===== src/hw/id_pkg.sv =====
////////////////////////////////////////
// Types shared by the RV32I decode stage
// RV32I base opcodes only, FENCE and SYSTEM decode as illegal
// lsu_size_e encoding 2'b11 is never produced
////////////////////////////////////////
package id_pkg;

  // Data and address width
  localparam int unsigned XLEN = 32;

  // Major opcodes in use
  typedef enum logic [6:0] {
    OPCODE_LOAD   = 7'h03,
    OPCODE_OP_IMM = 7'h13,
    OPCODE_AUIPC  = 7'h17,
    OPCODE_STORE  = 7'h23,
    OPCODE_OP     = 7'h33,
    OPCODE_LUI    = 7'h37,
    OPCODE_BRANCH = 7'h63,
    OPCODE_JALR   = 7'h67,
    OPCODE_JAL    = 7'h6f
  } opcode_e;

  // ALU operations, compares last
  typedef enum logic [4:0] {
    ALU_ADD  = 5'd0,
    ALU_SUB  = 5'd1,
    ALU_XOR  = 5'd2,
    ALU_OR   = 5'd3,
    ALU_AND  = 5'd4,
    ALU_SLL  = 5'd5,
    ALU_SRL  = 5'd6,
    ALU_SRA  = 5'd7,
    ALU_SLT  = 5'd8,
    ALU_SLTU = 5'd9,
    ALU_EQ   = 5'd10,
    ALU_NE   = 5'd11,
    ALU_LT   = 5'd12,
    ALU_GE   = 5'd13,
    ALU_LTU  = 5'd14,
    ALU_GEU  = 5'd15
  } alu_op_e;

  typedef enum logic [1:0] {
    OP_A_REG_A  = 2'd0,
    OP_A_FWD    = 2'd1,
    OP_A_CURRPC = 2'd2,
    OP_A_ZERO   = 2'd3
  } op_a_sel_e;

  typedef enum logic {
    OP_B_REG_B = 1'b0,
    OP_B_IMM   = 1'b1
  } op_b_sel_e;

  // Immediate kinds for operand B
  typedef enum logic [2:0] {
    IMM_B_I         = 3'd0,
    IMM_B_S         = 3'd1,
    IMM_B_B         = 3'd2,
    IMM_B_U         = 3'd3,
    IMM_B_J         = 3'd4,
    IMM_B_INCR_PC   = 3'd5,
    IMM_B_INCR_ADDR = 3'd6
  } imm_b_sel_e;

  // Access size, LSU type encoding
  typedef enum logic [1:0] {
    LSU_WORD = 2'b00,
    LSU_HALF = 2'b01,
    LSU_BYTE = 2'b10
  } lsu_size_e;

  // Decoder control bundle
  typedef struct packed {
    alu_op_e    alu_op;
    op_a_sel_e  op_a_sel;
    op_b_sel_e  op_b_sel;
    imm_b_sel_e imm_b_sel;
    logic       rf_we;
    logic       lsu_req;
    logic       lsu_we;
    lsu_size_e  lsu_size;
    logic       lsu_sign_ext;
    logic       branch;
    logic       jump;
    logic       illegal;
  } dec_ctrl_t;

  typedef struct packed {
    alu_op_e         op;
    logic [XLEN-1:0] operand_a;
    logic [XLEN-1:0] operand_b;
  } alu_req_t;

  typedef struct packed {
    logic            req;
    logic            we;
    lsu_size_e       size;
    logic            sign_ext;
    logic [XLEN-1:0] wdata;
  } lsu_req_t;

  typedef struct packed {
    logic [4:0] raddr_a;
    logic [4:0] raddr_b;
    logic       ren_a;
    logic       ren_b;
  } rf_rd_t;

  typedef struct packed {
    logic            we;
    logic [4:0]      waddr;
    logic [XLEN-1:0] wdata;
  } rf_wr_t;

endpackage


===== src/hw/id_decoder.sv =====
////////////////////////////////////////
// Combinational RV32I decoder
// No FENCE, SYSTEM, M or C encodings, all flagged illegal
// Rv32e makes any used register index of 16 or above illegal
////////////////////////////////////////
`timescale 1ns/1ps

module id_decoder import id_pkg::*; #(
  parameter bit Rv32e = 1'b0
) (
  input  logic [XLEN-1:0] instr_i,
  output dec_ctrl_t       ctrl_o,
  output logic [XLEN-1:0] imm_i_o,
  output logic [XLEN-1:0] imm_s_o,
  output logic [XLEN-1:0] imm_b_o,
  output logic [XLEN-1:0] imm_u_o,
  output logic [XLEN-1:0] imm_j_o,
  output logic [4:0]      raddr_a_o,
  output logic [4:0]      raddr_b_o,
  output logic [4:0]      waddr_o,
  output logic            ren_a_o,
  output logic            ren_b_o
);

  logic [6:0] opcode;
  logic [2:0] funct3;
  logic [6:0] funct7;
  dec_ctrl_t  ctrl_dec;
  logic       illegal_enc;
  logic       illegal_reg;
  logic       illegal;

  assign opcode = instr_i[6:0];
  assign funct3 = instr_i[14:12];
  assign funct7 = instr_i[31:25];

  // Register indices straight from the fixed fields
  assign raddr_a_o = instr_i[19:15];
  assign raddr_b_o = instr_i[24:20];
  assign waddr_o   = instr_i[11:7];

  ////////////////////////////////////////
  // Immediates, all sign-extended from bit 31
  ////////////////////////////////////////
  assign imm_i_o = {{20{instr_i[31]}}, instr_i[31:20]};
  assign imm_s_o = {{20{instr_i[31]}}, instr_i[31:25], instr_i[11:7]};
  assign imm_b_o = {{19{instr_i[31]}}, instr_i[31], instr_i[7], instr_i[30:25],
                    instr_i[11:8], 1'b0};
  assign imm_u_o = {instr_i[31:12], 12'h000};
  assign imm_j_o = {{12{instr_i[31]}}, instr_i[19:12], instr_i[20], instr_i[30:21], 1'b0};

  ////////////////////////////////////////
  // Opcode decode
  ////////////////////////////////////////
  always_comb begin : decode
    ctrl_dec           = '0;
    ctrl_dec.alu_op    = ALU_ADD;
    ctrl_dec.op_a_sel  = OP_A_REG_A;
    ctrl_dec.op_b_sel  = OP_B_IMM;
    ctrl_dec.imm_b_sel = IMM_B_I;
    ctrl_dec.lsu_size  = LSU_WORD;
    illegal_enc        = 1'b0;
    ren_a_o            = 1'b0;
    ren_b_o            = 1'b0;

    case (opcode)
      OPCODE_LUI: begin
        // Zero plus upper immediate
        ctrl_dec.op_a_sel  = OP_A_ZERO;
        ctrl_dec.imm_b_sel = IMM_B_U;
        ctrl_dec.rf_we     = 1'b1;
      end
      OPCODE_AUIPC: begin
        ctrl_dec.op_a_sel  = OP_A_CURRPC;
        ctrl_dec.imm_b_sel = IMM_B_U;
        ctrl_dec.rf_we     = 1'b1;
      end
      OPCODE_JAL: begin
        // ALU forms the link address PC + 4
        ctrl_dec.jump      = 1'b1;
        ctrl_dec.op_a_sel  = OP_A_CURRPC;
        ctrl_dec.imm_b_sel = IMM_B_INCR_PC;
        ctrl_dec.rf_we     = 1'b1;
      end
      OPCODE_JALR: begin
        // rs1 read for the target, link as for JAL
        ctrl_dec.jump      = 1'b1;
        ctrl_dec.op_a_sel  = OP_A_CURRPC;
        ctrl_dec.imm_b_sel = IMM_B_INCR_PC;
        ctrl_dec.rf_we     = 1'b1;
        ren_a_o            = 1'b1;
        illegal_enc        = (funct3 != 3'b000);
      end
      OPCODE_BRANCH: begin
        ctrl_dec.branch    = 1'b1;
        ctrl_dec.op_b_sel  = OP_B_REG_B;
        ctrl_dec.imm_b_sel = IMM_B_B;
        ren_a_o            = 1'b1;
        ren_b_o            = 1'b1;
        case (funct3)
          3'b000:  ctrl_dec.alu_op = ALU_EQ;
          3'b001:  ctrl_dec.alu_op = ALU_NE;
          3'b100:  ctrl_dec.alu_op = ALU_LT;
          3'b101:  ctrl_dec.alu_op = ALU_GE;
          3'b110:  ctrl_dec.alu_op = ALU_LTU;
          3'b111:  ctrl_dec.alu_op = ALU_GEU;
          default: illegal_enc     = 1'b1;
        endcase
      end
      OPCODE_LOAD: begin
        // Address is rs1 + I immediate
        ctrl_dec.lsu_req      = 1'b1;
        ctrl_dec.rf_we        = 1'b1;
        ctrl_dec.lsu_sign_ext = ~funct3[2];
        ren_a_o               = 1'b1;
        case (funct3[1:0])
          2'b00:   ctrl_dec.lsu_size = LSU_BYTE;
          2'b01:   ctrl_dec.lsu_size = LSU_HALF;
          2'b10:   ctrl_dec.lsu_size = LSU_WORD;
          default: illegal_enc       = 1'b1;
        endcase
        // LWU belongs to RV64
        if (funct3[2] && funct3[1]) begin
          illegal_enc = 1'b1;
        end
      end
      OPCODE_STORE: begin
        ctrl_dec.lsu_req   = 1'b1;
        ctrl_dec.lsu_we    = 1'b1;
        ctrl_dec.imm_b_sel = IMM_B_S;
        ren_a_o            = 1'b1;
        ren_b_o            = 1'b1;
        case (funct3[1:0])
          2'b00:   ctrl_dec.lsu_size = LSU_BYTE;
          2'b01:   ctrl_dec.lsu_size = LSU_HALF;
          2'b10:   ctrl_dec.lsu_size = LSU_WORD;
          default: illegal_enc       = 1'b1;
        endcase
        if (funct3[2]) begin
          illegal_enc = 1'b1;
        end
      end
      OPCODE_OP_IMM: begin
        ctrl_dec.rf_we = 1'b1;
        ren_a_o        = 1'b1;
        case (funct3)
          3'b000: ctrl_dec.alu_op = ALU_ADD;
          3'b010: ctrl_dec.alu_op = ALU_SLT;
          3'b011: ctrl_dec.alu_op = ALU_SLTU;
          3'b100: ctrl_dec.alu_op = ALU_XOR;
          3'b110: ctrl_dec.alu_op = ALU_OR;
          3'b001: begin
            ctrl_dec.alu_op = ALU_SLL;
            illegal_enc     = (funct7 != 7'h00);
          end
          3'b101: begin
            // funct7 bit 5 picks arithmetic shift
            ctrl_dec.alu_op = funct7[5] ? ALU_SRA : ALU_SRL;
            illegal_enc     = ({funct7[6], funct7[4:0]} != 6'b0);
          end
          default: ctrl_dec.alu_op = ALU_AND;
        endcase
      end
      OPCODE_OP: begin
        ctrl_dec.op_b_sel = OP_B_REG_B;
        ctrl_dec.rf_we    = 1'b1;
        ren_a_o           = 1'b1;
        ren_b_o           = 1'b1;
        case ({funct7, funct3})
          {7'h00, 3'b000}: ctrl_dec.alu_op = ALU_ADD;
          {7'h20, 3'b000}: ctrl_dec.alu_op = ALU_SUB;
          {7'h00, 3'b001}: ctrl_dec.alu_op = ALU_SLL;
          {7'h00, 3'b010}: ctrl_dec.alu_op = ALU_SLT;
          {7'h00, 3'b011}: ctrl_dec.alu_op = ALU_SLTU;
          {7'h00, 3'b100}: ctrl_dec.alu_op = ALU_XOR;
          {7'h00, 3'b101}: ctrl_dec.alu_op = ALU_SRL;
          {7'h20, 3'b101}: ctrl_dec.alu_op = ALU_SRA;
          {7'h00, 3'b110}: ctrl_dec.alu_op = ALU_OR;
          {7'h00, 3'b111}: ctrl_dec.alu_op = ALU_AND;
          default:         illegal_enc     = 1'b1;
        endcase
      end
      default: illegal_enc = 1'b1;
    endcase
  end

  // RV32E only has x0 to x15
  assign illegal_reg = Rv32e & ((ren_a_o & instr_i[19]) | (ren_b_o & instr_i[24]) |
                                (ctrl_dec.rf_we & instr_i[11]));
  assign illegal     = illegal_enc | illegal_reg;

  // Illegal instruction keeps no side effects
  always_comb begin : illegal_clear
    ctrl_o         = ctrl_dec;
    ctrl_o.illegal = illegal;
    if (illegal) begin
      ctrl_o.rf_we   = 1'b0;
      ctrl_o.lsu_req = 1'b0;
      ctrl_o.lsu_we  = 1'b0;
      ctrl_o.branch  = 1'b0;
      ctrl_o.jump    = 1'b0;
    end
  end

endmodule


===== src/hw/id_operand_mux.sv =====
////////////////////////////////////////
// ALU operand selection
// Misaligned second address overrides the decoder selectors
////////////////////////////////////////
`timescale 1ns/1ps

module id_operand_mux import id_pkg::*; (
  input  dec_ctrl_t       ctrl_i,
  input  logic [XLEN-1:0] imm_i_i,
  input  logic [XLEN-1:0] imm_s_i,
  input  logic [XLEN-1:0] imm_b_i,
  input  logic [XLEN-1:0] imm_u_i,
  input  logic [XLEN-1:0] imm_j_i,
  input  logic [XLEN-1:0] rdata_a_i,
  input  logic [XLEN-1:0] rdata_b_i,
  input  logic [XLEN-1:0] pc_i,
  input  logic [XLEN-1:0] lsu_addr_last_i,
  input  logic            lsu_addr_incr_req_i,
  input  logic            instr_valid_i,
  output alu_req_t        alu_req_o
);

  op_a_sel_e       op_a_sel;
  op_b_sel_e       op_b_sel;
  imm_b_sel_e      imm_b_sel;
  logic [XLEN-1:0] imm;

  // Second access of a split load/store is last address + 4
  assign op_a_sel  = lsu_addr_incr_req_i ? OP_A_FWD        : ctrl_i.op_a_sel;
  assign op_b_sel  = lsu_addr_incr_req_i ? OP_B_IMM        : ctrl_i.op_b_sel;
  assign imm_b_sel = lsu_addr_incr_req_i ? IMM_B_INCR_ADDR : ctrl_i.imm_b_sel;

  always_comb begin : imm_mux
    case (imm_b_sel)
      IMM_B_I: imm = imm_i_i;
      IMM_B_S: imm = imm_s_i;
      IMM_B_B: imm = imm_b_i;
      IMM_B_U: imm = imm_u_i;
      IMM_B_J: imm = imm_j_i;
      // No compressed, PC always steps by 4
      default: imm = 32'h4;
    endcase
  end

  always_comb begin : op_a_mux
    case (op_a_sel)
      OP_A_REG_A:  alu_req_o.operand_a = rdata_a_i;
      OP_A_FWD:    alu_req_o.operand_a = lsu_addr_last_i;
      OP_A_CURRPC: alu_req_o.operand_a = pc_i;
      default:     alu_req_o.operand_a = '0;
    endcase
  end

  assign alu_req_o.operand_b = (op_b_sel == OP_B_IMM) ? imm : rdata_b_i;
  assign alu_req_o.op        = ctrl_i.alu_op;

  // Decoder and override only ever pick a defined kind
  always_comb begin : imm_sel_check
    if (instr_valid_i) begin
      assert (imm_b_sel inside {IMM_B_I, IMM_B_S, IMM_B_B, IMM_B_U, IMM_B_J,
                                IMM_B_INCR_PC, IMM_B_INCR_ADDR})
        else $error("immediate selector out of range: %0d", imm_b_sel);
    end
  end

endmodule


===== src/hw/id_fsm.sv =====
////////////////////////////////////////
// First/multi-cycle FSM of the decode stage
// No writeback stage, so loads finish on lsu_resp_valid_i
// branch_decision_i is sampled in the first cycle only
////////////////////////////////////////
`timescale 1ns/1ps

module id_fsm import id_pkg::*; (
  input  logic      clk_i,
  input  logic      rst_ni,
  input  logic      instr_valid_i,
  input  dec_ctrl_t ctrl_i,
  input  logic      branch_decision_i,
  input  logic      ex_valid_i,
  input  logic      lsu_resp_valid_i,
  output logic      first_cycle_o,
  output logic      instr_executing_o,
  output logic      rf_we_ok_o,
  output logic      pc_set_o,
  output logic      instr_done_o
);

  typedef enum logic {
    FIRST_CYCLE,
    MULTI_CYCLE
  } id_fsm_e;

  id_fsm_e fsm_q;
  id_fsm_e fsm_d;
  logic    multicycle_done;
  logic    stall_mem;
  logic    stall_branch;
  logic    stall_jump;
  logic    stall;
  logic    rf_we_ok;
  logic    branch_set_d;
  logic    branch_set_q;
  logic    jump_set;
  logic    set_done_d;
  logic    set_done_q;

  // Every valid instruction executes
  assign instr_executing_o = instr_valid_i;
  assign first_cycle_o     = instr_valid_i & (fsm_q == FIRST_CYCLE);

  // Memory ops wait on the LSU, the rest on EX
  assign multicycle_done = ctrl_i.lsu_req ? lsu_resp_valid_i : ex_valid_i;

  ////////////////////////////////////////
  // Next state and stalls
  ////////////////////////////////////////
  always_comb begin : fsm_comb
    fsm_d        = fsm_q;
    stall_branch = 1'b0;
    stall_jump   = 1'b0;
    branch_set_d = 1'b0;
    jump_set     = 1'b0;
    rf_we_ok     = 1'b1;

    if (instr_executing_o) begin
      case (fsm_q)
        FIRST_CYCLE: begin
          if (ctrl_i.lsu_req) begin
            // Load data never arrives in the request cycle
            fsm_d    = MULTI_CYCLE;
            rf_we_ok = 1'b0;
          end else if (ctrl_i.branch) begin
            // Taken branch sets the PC next cycle
            fsm_d        = branch_decision_i ? MULTI_CYCLE : FIRST_CYCLE;
            stall_branch = branch_decision_i;
            branch_set_d = branch_decision_i;
          end else if (ctrl_i.jump) begin
            fsm_d      = MULTI_CYCLE;
            stall_jump = 1'b1;
            jump_set   = 1'b1;
            rf_we_ok   = 1'b0;
          end
        end
        default: begin
          rf_we_ok = multicycle_done;
          if (multicycle_done) begin
            fsm_d = FIRST_CYCLE;
          end else begin
            stall_branch = ctrl_i.branch;
            stall_jump   = ctrl_i.jump;
          end
        end
      endcase
    end
  end

  // Request cycle always stalls, then until the response
  assign stall_mem = instr_valid_i & ctrl_i.lsu_req & (~lsu_resp_valid_i | first_cycle_o);
  assign stall     = stall_mem | stall_branch | stall_jump;

  assign instr_done_o = instr_executing_o & ~stall;
  assign rf_we_ok_o   = instr_executing_o & rf_we_ok;

  // One set per instruction, flag cleared when it leaves
  assign pc_set_o   = (branch_set_q | jump_set) & ~set_done_q;
  assign set_done_d = (branch_set_q | jump_set | set_done_q) & ~instr_done_o;

  always_ff @(posedge clk_i or negedge rst_ni) begin
    if (!rst_ni) begin
      fsm_q        <= FIRST_CYCLE;
      branch_set_q <= 1'b0;
      set_done_q   <= 1'b0;
    end else begin
      fsm_q        <= fsm_d;
      branch_set_q <= branch_set_d;
      set_done_q   <= set_done_d;
    end
  end

  ////////////////////////////////////////
  // Assertions
  ////////////////////////////////////////
  // Decoder gives at most one execution class
  a_class_onehot0: assert property (@(posedge clk_i) disable iff (!rst_ni)
    instr_valid_i |-> $onehot0({ctrl_i.lsu_req, ctrl_i.branch, ctrl_i.jump, ctrl_i.illegal}));

  a_multi_stalls: assert property (@(posedge clk_i) disable iff (!rst_ni)
    (fsm_q == FIRST_CYCLE) && (fsm_d == MULTI_CYCLE) |-> stall);

endmodule


===== src/hw/id_stage.sv =====
////////////////////////////////////////
// RV32I decode stage without writeback
// Instruction must stay stable until instr_done_o
// Write data always comes from the EX result
////////////////////////////////////////
`timescale 1ns/1ps

module id_stage import id_pkg::*; #(
  parameter bit Rv32e = 1'b0
) (
  input  logic            clk_i,
  input  logic            rst_ni,
  input  logic            instr_valid_i,
  input  logic [XLEN-1:0] instr_rdata_i,
  input  logic [XLEN-1:0] pc_id_i,
  input  logic [XLEN-1:0] rf_rdata_a_i,
  input  logic [XLEN-1:0] rf_rdata_b_i,
  input  logic [XLEN-1:0] result_ex_i,
  input  logic [XLEN-1:0] lsu_addr_last_i,
  input  logic            lsu_addr_incr_req_i,
  input  logic            branch_decision_i,
  input  logic            ex_valid_i,
  input  logic            lsu_resp_valid_i,
  output alu_req_t        alu_req_o,
  output lsu_req_t        lsu_req_o,
  output rf_rd_t          rf_rd_o,
  output rf_wr_t          rf_wr_o,
  output logic            illegal_insn_o,
  output logic            pc_set_o,
  output logic            instr_done_o,
  output logic            id_in_ready_o
);

  dec_ctrl_t       ctrl;
  logic [XLEN-1:0] imm_i;
  logic [XLEN-1:0] imm_s;
  logic [XLEN-1:0] imm_b;
  logic [XLEN-1:0] imm_u;
  logic [XLEN-1:0] imm_j;
  logic [4:0]      waddr;
  logic            ren_a_dec;
  logic            ren_b_dec;
  logic            first_cycle;
  logic            instr_executing;
  logic            rf_we_ok;

  id_decoder #(
    .Rv32e(Rv32e)
  ) decoder_i (
    .instr_i  (instr_rdata_i),
    .ctrl_o   (ctrl),
    .imm_i_o  (imm_i),
    .imm_s_o  (imm_s),
    .imm_b_o  (imm_b),
    .imm_u_o  (imm_u),
    .imm_j_o  (imm_j),
    .raddr_a_o(rf_rd_o.raddr_a),
    .raddr_b_o(rf_rd_o.raddr_b),
    .waddr_o  (waddr),
    .ren_a_o  (ren_a_dec),
    .ren_b_o  (ren_b_dec)
  );

  id_operand_mux operand_mux_i (
    .ctrl_i             (ctrl),
    .imm_i_i            (imm_i),
    .imm_s_i            (imm_s),
    .imm_b_i            (imm_b),
    .imm_u_i            (imm_u),
    .imm_j_i            (imm_j),
    .rdata_a_i          (rf_rdata_a_i),
    .rdata_b_i          (rf_rdata_b_i),
    .pc_i               (pc_id_i),
    .lsu_addr_last_i    (lsu_addr_last_i),
    .lsu_addr_incr_req_i(lsu_addr_incr_req_i),
    .instr_valid_i      (instr_valid_i),
    .alu_req_o          (alu_req_o)
  );

  id_fsm fsm_i (
    .clk_i            (clk_i),
    .rst_ni           (rst_ni),
    .instr_valid_i    (instr_valid_i),
    .ctrl_i           (ctrl),
    .branch_decision_i(branch_decision_i),
    .ex_valid_i       (ex_valid_i),
    .lsu_resp_valid_i (lsu_resp_valid_i),
    .first_cycle_o    (first_cycle),
    .instr_executing_o(instr_executing),
    .rf_we_ok_o       (rf_we_ok),
    .pc_set_o         (pc_set_o),
    .instr_done_o     (instr_done_o)
  );

  assign illegal_insn_o = instr_valid_i & ctrl.illegal;

  // Reads only for valid legal instructions
  assign rf_rd_o.ren_a = instr_valid_i & ~illegal_insn_o & ren_a_dec;
  assign rf_rd_o.ren_b = instr_valid_i & ~illegal_insn_o & ren_b_dec;

  // Request only once, in the first cycle
  assign lsu_req_o.req      = instr_executing & first_cycle & ctrl.lsu_req;
  assign lsu_req_o.we       = ctrl.lsu_we;
  assign lsu_req_o.size     = ctrl.lsu_size;
  assign lsu_req_o.sign_ext = ctrl.lsu_sign_ext;
  assign lsu_req_o.wdata    = rf_rdata_b_i;

  assign rf_wr_o.we    = ctrl.rf_we & rf_we_ok;
  assign rf_wr_o.waddr = waddr;
  assign rf_wr_o.wdata = result_ex_i;

  // Fetch may hand over the next instruction
  assign id_in_ready_o = ~instr_valid_i | instr_done_o;

endmodule


===== config.mk =====
export PLATFORM = sky130hd
export DESIGN_NAME = id_stage
export DESIGN_NICKNAME = d
export VERILOG_FILES = /design/src/hw/id_pkg.sv /design/src/hw/id_decoder.sv /design/src/hw/id_operand_mux.sv /design/src/hw/id_fsm.sv /design/src/hw/id_stage.sv
export SDC_FILE = /design/constraint.sdc
export NUM_CORES = 1
export LEC_CHECK = 0
export ABC_AREA = 0
export BUFFER_PORTS_ARGS = -buffer_cell sky130_fd_sc_hd__buf_2
export CAP_MARGIN = 10
export CORE_AREA = 2 2 139 141
export CTS_CLUSTER_DIAMETER = 150
export CTS_CLUSTER_SIZE = 8
export DETAILED_ROUTE_END_ITERATION = 8
export DIE_AREA = 0 0 141 143
export PLACE_DENSITY = 0.45
export SYNTH_ARGS = -nofsm -noshare
export SYNTH_HDL_FRONTEND = slang
export SYNTH_SLANG_ARGS = --single-unit

===== constraint.sdc =====
create_clock -name clk_i -period 2.6 [get_ports clk_i]
set_input_delay 0.39 -clock clk_i [delete_from_list [all_inputs] [get_ports clk_i]]
set_output_delay 0.39 -clock clk_i [all_outputs]
set_load 0.02 [all_outputs]

==> results of run 1 <==
-- worst paths after layout --
| kind | end | slack, ns |
|---|---|---|
| max | alu_req_o[65] | 0.06 |
| min | fsm_i.branch_set_q | 0.44 |
| max reg2reg | fsm_i.set_done_q | 1.12 |
| min reg2reg | fsm_i.set_done_q | 0.65 |
| max in group asynchronous | fsm_i.branch_set_q | 1.99 |
| min in group asynchronous | fsm_i.set_done_q | 0.50 |
-- worst max-delay path, stage by stage --
cell and delay (ns):
buf_2 0.12, or3_4 0.40, or3_1 0.41, or2_2 0.35, o21ai_1 0.15, a32o_1 0.18
buf_2 0.16
-- cell families after synthesis --
family	Yosys count
mux	6
xor+xnor	2
other cells	1
flops	3
fa+ha+maj	5
compound gates	114
buf+inv	110
simple gates	154
-- repair_timing --
| action | CTS | global route |
|---|---|---|
| cloned | 0 | 0 |
| setup buffers | 0 | 2 |
| setup endpoints to repair | 1 | 6 |
| pin swaps | 0 | 1 |
| hold buffers | 1 | 0 |
| endpoints found under the hold margin | 3 | 0 |
| gates resized for setup | 2 | 3 |
-- state kept, by name, summed over array words and instances (netlist names) --
name / cells
fsm_i.fsm_q: 1
fsm_i.set_done_q: 1
fsm_i.branch_set_q: 1
-- cell type report --
class / count / area, µm²
fill: 2169 / 14490
multi-input combinational: 282 / 1797
inverter: 4 / 15.01
tap: 234 / 292.8
sequential: 3 / 75.07
timing repair buffer: 338 / 1834
clock buffer: 4 / 78.83
-- placed cells by master (no fill, tap or decap), types with 2 or more instances in the layout --
cell and n:
nand3b_1 4, o21a_1 3, a22o_1 6, mux2i_1 5
a211oi_1 4, xor2_1 2, nor2_2 3, and3_1 5
o211ai_1 2, a21oi_1 6, inv_1 4, a221o_1 11
buf_4 42, buf_2 292, nor2b_1 5, clkbuf_16 3
nand2b_1 2, o21ba_2 2, nor3_1 10, o21ai_0 20
dfrtp_1 3, or3_4 2, and3b_1 3, and2_1 3
nand2_1 86, buf_12 2, and4_1 2, a21o_1 4
nand3_1 5, nor2_1 11, a22oi_1 40, ha_1 5
or3_1 2, a31o_2 2
-- metal layers --
layer  part of all wire  track usage
met3              0.077      0.02180
met5                  0            0
met1               0.38       0.1363
met4              0.012      0.01947
met2               0.54       0.2513
-- power groups by stage --
stage	clock network, mW	logic, mW	registers (mW)
after global placement	0	0.665	0.0481
after floorplan	0	0.449	0.0478
after detailed placement	0	0.661	0.0480
after CTS	0.245	0.666	0.0475
final	0.242	0.664	0.0475
after global routing	0.251	0.717	0.0476
==> flow_summary_export.csv, run 1 <==
group,metric,value,unit
synth,synth_area,0.002571,mm²
global_route,grt_pass1_wl,19.46,mm
route,drt_wl_total,14.14,mm
finish,fin_area,0.004093,mm²
synth,synth.top_cells.by_count,"nand2_1, buf_4, a22oi_1, o21ai_0, clkbuf_1",
clock_tree,clockRootBuffer,"clkbuf_16",
pwr,clkPwrFrac,0.254,
global_route,grt.overflow.total,0,
critical_path,crit_arrival,2.15,ns
finish,antennaDiodeCount,0,
pwr,ir_worst_vdd,155.9,µV
synth,synth_top_family_by_area,"compound AO/OA/AOI/OAI gates",
timing,hold_slack,0.4394,ns
timing,clock_skew,0.001179,ns
critical_path,path_class,"primary input to primary output",
min_path,hp-class,"primary input to flip-flop",
clock_tree,cts_tree,"yes",
finish,nets,836,
clock_tree,clk_latency,0.22,ns
synth,synth_top_cell_area_share,0.2336,
critical_path,startpoint_type,"primary input",
route,postRouteAntennaNets,0,
synth,async_flop_share,1.000,
timing,rsz0062_at_grt,"yes",
floorplan,row_count,50,
route,first_pass_iters,4,
global_route,antenna_found_initial,0,
pwr,seqPwrFrac,0.050,
floorplan,core_area,0.01858,mm²
critical_path,crit_start,"instr_rdata_i[6]",
synth,synth_simple_gate_area_share,0.3036,
synth,ys_ff_latch,3,
clock_tree,htreeDepth,1,
synth,synth_top_area_cell,"buf_4",
timing,maxSlewViolCount,0,
route,via_per_inst,4.306,
route,routedWlPerCell,16.35,µm
timing,setup_tns,0,ns
pwr,power_density,233.1,mW/mm²
synth,synth_edf_count,0,
pwr,combPwrFrac,0.696,
placement,hpwlAfterDp,12.50,mm
placement,place_congestion,0.8256,
pwr,p_sw_frac,0.4457,
min_path,min_from,"branch_decision_i",
synth,synth-xor-area-share,0.006813,
finish,layout.cells.non_filler,865,
placement,numPortBuffers,293,
pwr,totalPowerFinal,954.0,µW
synth,synth-compound-area-share,0.3270,
timing,finalCritPeriodShare,0.9786,
critical_path,reg2reg_depth,5,
pwr,leakagePower,2.236,nW
synth,ys_warn_count,0,
finish,drive_above_1_share,0.5705,
timing,max_freq,393.0,MHz
pwr,p_int,528.8,µW
clock_tree,cts_made_buffers,3,
synth,syn_avg_cell_area,6.509,µm²
finish,final_util,0.2203,
floorplan,initial_core_util,0.1384,
route,num_vias,3725,
placement,place_area,0.003971,mm²
route,drtIter0Drc,125,
finish,syn_to_final_growth,59.17,%
route,post-route-drc-count,0,
timing,hold_violations,0,
clock_tree,clock_sinks,3,
critical_path,reg2reg_from,"fsm_i.fsm_q",
clock_tree,cts_buffer_depth,2,
synth,ys_seq_area_frac,0.02920,
synth,synth.area.mux_share,0.02384,
placement,placed_cells,858,
clock_tree,path_clk_slew,0.03,ns
min_path,min_path_cells,3,
pwr,p_switching,425.2,µW
critical_path,cp.required,2.21,ns
timing,layout_min_cycle_time,2.544,ns
placement,pre_cts_ws,-0.05845,ns
global_route,grt_pass1_vias,3449,
critical_path,path_max_fanout,4,
floorplan,die_w,141,µm
job,drv_cap,0,
floorplan,pin_count,359,
synth,syn_nets,599,
timing,setup_violations,0,
floorplan,dieArea,0.02016,mm²
synth,synth.most_common_cell,"nand2_1",
synth,synthFlopType,"dfrtp_1",
global_route,track_usage,0.1243,
outcome,outcome,"completed",
global_route,grt_max_degree,33,
critical_path,endpoint_kind,"primary output",
synth,synthAdderAreaFrac,0.02433,
synth,synth_area_leaders,"buf_4, nand2_1, a22oi_1, a221o_1, o21ai_0",
floorplan,die_y,143,µm
synth,postSynthCellCount,395,
synth,synth_cell_types,59,
timing,finalWorstSetupSlack,0.05569,ns
Power figures use the tool's default switching activity.
==> run 2, diff against run 1 <==
--- a/config.mk
+++ b/config.mk
@@ -13,7 +13,9 @@
 export CTS_CLUSTER_SIZE = 8
 export DETAILED_ROUTE_END_ITERATION = 8
 export DIE_AREA = 0 0 141 143
+export GPL_TIMING_DRIVEN = 0
 export PLACE_DENSITY = 0.45
+export REMOVE_ABC_BUFFERS = 1
 export SYNTH_ARGS = -nofsm -noshare
 export SYNTH_HDL_FRONTEND = slang
 export SYNTH_SLANG_ARGS = --single-unit
==> run 2 against run 1 <==
  * Worst setup slack better by 0.0044 ns
  * Wire length up 2.6%
  * Via count decreased by 1.5%
  * Flip-flop and latch count unchanged
  * Critical path depth did not move
  * Cell area fell by 3.3%
  * Clock skew about the same
  * Clock-buffer cell count did not move
  * Global-route usage grew 0.38 points
  * Sequential power is essentially flat
  * Combinational power is 2% lower
  * Critical path type unchanged
  * Critical endpoint is now id_in_ready_o
  * Largest cell class is now multi-input gates
  * Highest routed layer unchanged
==> flow_summary_export.csv, run 2 (synthesized netlist as in run 1, its figures left out) <==
group,metric,value,unit
outcome,outcome,"completed",
critical_path,crit_start,"instr_rdata_i[6]",
critical_path,crit_top_cell,"or3_4",
global_route,grt_pass1_vias,3456,
timing,finalCritPeriodShare,0.9769,
finish,regArea,75.07,µm²
timing,hold_slack,0.4368,ns
global_route,antenna_found_initial,3,
floorplan,core_area,0.01858,mm²
min_path,hp-class,"primary input to flip-flop",
critical_path,path_max_fanout,9,
clock_tree,clock_sinks,3,
route,wl_met2,7.162,mm
route,highest_layer,"met4",
finish,fillCellCount,2151,
route,wirelength_met1,5.913,mm
clock_tree,cts_made_buffers,3,
finish,final_common_cell,"buf_2",
timing,clock_skew,0.001482,ns
route,postRouteAntennaNets,0,
timing,rsz0062_at_grt,"yes",
clock_tree,cts_buffer_depth,2,
floorplan,row_count,50,
route,post-route-drc-count,0,
critical_path,crit_slowest_cell,"or3_4",
floorplan,die_y,143,µm
clock_tree,clk_latency,0.22,ns
route,routedWlPerCell,17.36,µm
placement,numPortBuffers,293,
finish,multiInputGateArea,0.001839,mm²
finish,syn_to_final_growth,53.92,%
timing,setup_violations,0,
global_route,grt_max_degree,40,
clock_tree,htreeDepth,1,
timing,setup_tns,0,ns
critical_path,crit_arrival,2.15,ns
critical_path,reg2reg_slack,1.18,ns
timing,tightest_slew,0.9037,ns
job,drv_cap,0,
timing,layout_min_cycle_time,2.540,ns
floorplan,die_w,141,µm
finish,final_cell_mix,"buf_2, nand2_1, a22oi_1",
critical_path,endpoint,"id_in_ready_o",
floorplan,dieArea,0.02016,mm²
critical_path,slowest_delay,0.40,ns
floorplan,pin_count,359,
clock_tree,cts_tree,"yes",
placement,hpwlAfterDp,12.14,mm
route,drtIter0Drc,161,
critical_path,reg2reg_depth,5,
pwr,ir_worst_vdd,123.5,µV
finish,nets,805,
timing,hold_violations,0,
floorplan,initial_core_util,0.1384,
clock_tree,path_clk_slew,0.03,ns
critical_path,cp.required,2.21,ns
route,route.met3.wl,1.401,mm
clock_tree,clockRootBuffer,"clkbuf_16",
finish,drive_above_1_share,0.5617,
critical_path,path_class,"primary input to primary output",
timing,maxSlewHeadroom,0.3976,
route,drt_wl_total,14.51,mm
route,via_per_inst,4.389,
placement,placed_cells,818,
critical_path,startpoint_type,"primary input",
global_route,grt_pass1_wl,19.93,mm
finish,largest_registers,"fsm_i.branch_set_q x1, fsm_i.fsm_q x1, fsm_i.set_done_q x1",
critical_path,crit_chain,"clkbuf_4, or3_4, or3_4, o22a_1, and2_4, or3_1, buf_2",
timing,maxSlewViolCount,0,
finish,layout.cells.non_filler,836,
timing,max_freq,393.7,MHz
critical_path,reg2reg_from,"fsm_i.fsm_q",
global_route,grt.overflow.total,0,
route,num_vias,3669,
critical_path,worst_r2r_endpoint,"fsm_i.set_done_q",
route,first_pass_iters,7,
critical_path,endpoint_kind,"primary output",
pwr,power_density,239.5,mW/mm²
pwr,leakagePower,2.109,nW
placement,place_congestion,0.8020,
global_route,track_usage,0.1281,
run 2: changes by cell type in the layout (fill, tap and decap cells not counted), moves of 2 or more:
cell and delta:
buf_4 -31, buf_2 -4, o21ai_0 -4, buf_16 +2, clkbuf_4 +2, diode_2 +2, nor2_2 -2, nor2_4 +2
o21ai_1 +2, o21ai_2 +2
run 2: worst min path at each step:
stage                 startpoint                  to  slack (ns)  cells past startpoint
6_report       branch_decision_i  fsm_i.branch_set_q        0.44                      3
3_3_place_gp              rst_ni    fsm_i.set_done_q        0.19                      1
2_1_floorplan             rst_ni  fsm_i.branch_set_q        0.09                      0
3_5_place_dp              rst_ni    fsm_i.set_done_q        0.19                      1
5_1_grt        branch_decision_i  fsm_i.branch_set_q        0.44                      3
4_1_cts        branch_decision_i  fsm_i.branch_set_q        0.44                      3
run 2: critical path, delay by kind of cell:
| kind | cells | cell delay [ns] |
|---|---|---|
| AOI/OAI and AO/OA | 1 | 0.22 |
| buffers and inverters | 2 | 0.32 |
| and+or+nand+nor | 4 | 1.22 |
run 2: metrics by stage:
stage,setup WS (ns),cell area (µm²),power [mW],util
3_5_place_dp,-0.5875,3680,0.6762,0.1980
4_1_cts,0.02629,3918,0.9521,0.2108
2_1_floorplan,-0.6505,1857,0.2904,-
6_report,0.06014,3958,0.9478,0.2130
5_1_grt,-0.004146,3955,1.014,0.2129
3_3_place_gp,-2.060,3616,0.6727,0.1946
run 2: metal layers:
layer	vias to the layer above	GRT usage
met5	-	0.01504
met4	0	0.01632
met3	6	0.04393
met2	249	0.2275
met1	1652	0.1526
li1	1762	-
run 2: power breakdown:
group	switching, mW	total, mW	internal (mW)
Clock	0.0457	0.248	0.203
Sequential	0.000285	0.0475	0.0472
Combinational	0.386	0.652	0.266
Total	0.432	0.948	0.516
run 2: cell type report:
| class | instances | area share |
|---|---|---|
| diodes | 2 | 0.001265 |
| clock buffers | 4 | 0.01992 |
| inverters | 4 | 0.003794 |
| multi-input cells | 282 | 0.4647 |
| flip-flops and latches | 3 | 0.01897 |
| well taps | 234 | 0.07398 |
| repair buffers | 307 | 0.4173 |
run 2: timing repair:
item,CTS,global route
hold endpoints to repair,3,0
pin swaps,2,3
hold buffers,1,0
endpoints found under the setup margin,69,24
setup buffers,9,2
resized for setup,15,12
==> run 3, diff against run 2 <==
--- a/config.mk
+++ b/config.mk
@@ -15,6 +15,7 @@
 export DIE_AREA = 0 0 141 143
 export GPL_TIMING_DRIVEN = 0
 export PLACE_DENSITY = 0.45
+export RECOVER_POWER = 50
 export REMOVE_ABC_BUFFERS = 1
 export SYNTH_ARGS = -nofsm -noshare
 export SYNTH_HDL_FRONTEND = slang
==> run 3 against run 2 <==
  * Clock power about the same
  * Critical path depth unchanged
  * Global-route usage unchanged
  * Worst setup slack worse by 0.0028 ns
  * Non-clock buffer count unchanged
  * Clock-buffer cell count unchanged
  * Sequential power about the same
  * Register-to-register slack about the same
  * Largest cell class unchanged
==> flow_summary_export.csv, run 3 (synthesized netlist as in run 1, its figures left out) <==
group,metric,value,unit
global_route,track_usage,0.1281,
clock_tree,cts_made_buffers,3,
timing,clock_skew,0.001491,ns
finish,syn_to_final_growth,51.73,%
finish,drive_above_1_share,0.4833,
global_route,grt.overflow.total,0,
finish,final_cell_mix,"buf_2, nand2_1, clkbuf_1",
finish,final_common_cell,"buf_2",
critical_path,path_class,"primary input to primary output",
timing,setup_tns,0,ns
pwr,totalPowerFinal,938.8,µW
global_route,antenna_found_initial,3,
timing,tightest_slew,0.9075,ns
floorplan,pin_count,359,
critical_path,path_max_fanout,9,
pwr,leakagePower,1.979,nW
critical_path,cp.required,2.21,ns
timing,hold_violations,0,
timing,maxSlewViolCount,0,
floorplan,core_area,0.01858,mm²
route,num_vias,3675,
critical_path,reg2reg_from,"fsm_i.fsm_q",
route,routedWlPerCell,17.36,µm
global_route,grt_pass1_wl,19.93,mm
clock_tree,clock_sinks,3,
finish,fin_area,0.003901,mm²
floorplan,die_y,143,µm
finish,fillCellCount,2179,
critical_path,endpoint_kind,"primary output",
timing,setup_violations,0,
finish,nets,805,
timing,max_freq,393.3,MHz
placement,place_area,0.003680,mm²
route,via_per_inst,4.391,
clock_tree,htreeDepth,1,
critical_path,crit_start,"instr_rdata_i[6]",
clock_tree,path_clk_slew,0.03,ns
timing,finalCritPeriodShare,0.9779,
pwr,ir_worst_vdd,123.6,µV
finish,largest_registers,"fsm_i.branch_set_q x1, fsm_i.fsm_q x1, fsm_i.set_done_q x1",
placement,hpwlAfterDp,12.14,mm
outcome,outcome,"completed",
floorplan,die_w,141,µm
timing,maxSlewHeadroom,0.3950,
finish,final_util,0.2100,
clock_tree,cts_buffer_depth,2,
placement,place_congestion,0.8020,
critical_path,startpoint_type,"primary input",
timing,layout_min_cycle_time,2.543,ns
clock_tree,clockRootBuffer,"clkbuf_16",
min_path,hp-class,"primary input to flip-flop",
global_route,grt_pass1_vias,3456,
job,drv_cap,0,
route,drt_wl_total,14.53,mm
placement,numPortBuffers,293,
route,drtIter0Drc,187,
global_route,grt_max_degree,40,
route,post-route-drc-count,0,
min_path,min_from,"branch_decision_i",
timing,rsz0062_at_grt,"yes",
route,first_pass_iters,4,
floorplan,row_count,50,
pwr,power_density,240.6,mW/mm²
finish,multiInputGateArea,0.001839,mm²
clock_tree,clk_latency,0.22,ns
floorplan,dieArea,0.02016,mm²
critical_path,crit_arrival,2.15,ns
route,postRouteAntennaNets,0,
finish,regArea,75.07,µm²
clock_tree,cts_tree,"yes",
floorplan,initial_core_util,0.1384,
-- run 3: changes by cell type in the layout (fill, tap and decap cells not counted), sizes merged --
cell | before | now
buf | 303 | 256
clkbuf | 7 | 54
diode | 2 | 3
-- run 3: routing by layer --
layer  up-vias  global-route usage  wire length, µm
met2       250              0.2275             7145
li1       1765                   -                -
met1      1658              0.1526             5917
met5         -             0.01504                0
met4         0             0.01632               19
met3         2             0.04393             1449
-- run 3: power breakdown --
| part | internal [mW] | leakage (nW) | switching [mW] |
|---|---|---|---|
| clock | 0.203 | 0.0382 | 0.0457 |
| sequential | 0.0472 | 0.0419 | 0.000285 |
| combinational | 0.255 | 1.90 | 0.388 |
| total | 0.505 | 1.98 | 0.434 |
-- run 3: metrics by stage --
step | hold slack, ns | setup WS, ns | instances
floorplan | 0.09441 | -0.6505 | 289
global placement | 0.1892 | -2.060 | 816
detailed placement | 0.1899 | -0.5875 | 818
CTS | 0.4364 | 0.02629 | 832
global route | 0.4397 | -0.004146 | 835
finish | 0.4368 | 0.05738 | 837
-- run 3: worst max-delay path: stages --
cell and delay (ns):
clkbuf_4 0.17, or3_4 0.40, or3_4 0.37, o22a_1 0.22, and2_4 0.16, or3_1 0.29, buf_2 0.16
-- run 3: final timing paths --
check | endpoint | slack [ns] | depth (start not counted)
worst max-delay path | id_in_ready_o | 0.06 | 7
worst min-delay path | fsm_i.branch_set_q | 0.44 | 3
worst max register to register | fsm_i.set_done_q | 1.18 | 5
worst min register to register | fsm_i.set_done_q | 0.64 | 2
max in group asynchronous | fsm_i.branch_set_q | 1.94 | 2
min in group asynchronous | fsm_i.fsm_q | 0.51 | 2
-- run 3: cell type report --
| class | instances | area share |
|---|---|---|
| tap | 234 | 0.07505 |
| antenna | 3 | 0.001924 |
| multi-input combinational | 282 | 0.4715 |
| inverter | 4 | 0.003849 |
| timing repair buffer | 307 | 0.4083 |
| sequential | 3 | 0.01924 |
| clock buffer | 4 | 0.02021 |
-- run 3: timing repair --
action / in CTS / in global routing
endpoints found under the setup margin: 69 / 24
endpoints found under the hold margin: 3 / 0
buffers inserted: 9 / 2
gates resized for setup: 15 / 12
pin swaps: 2 / 3
hold buffers: 1 / 0
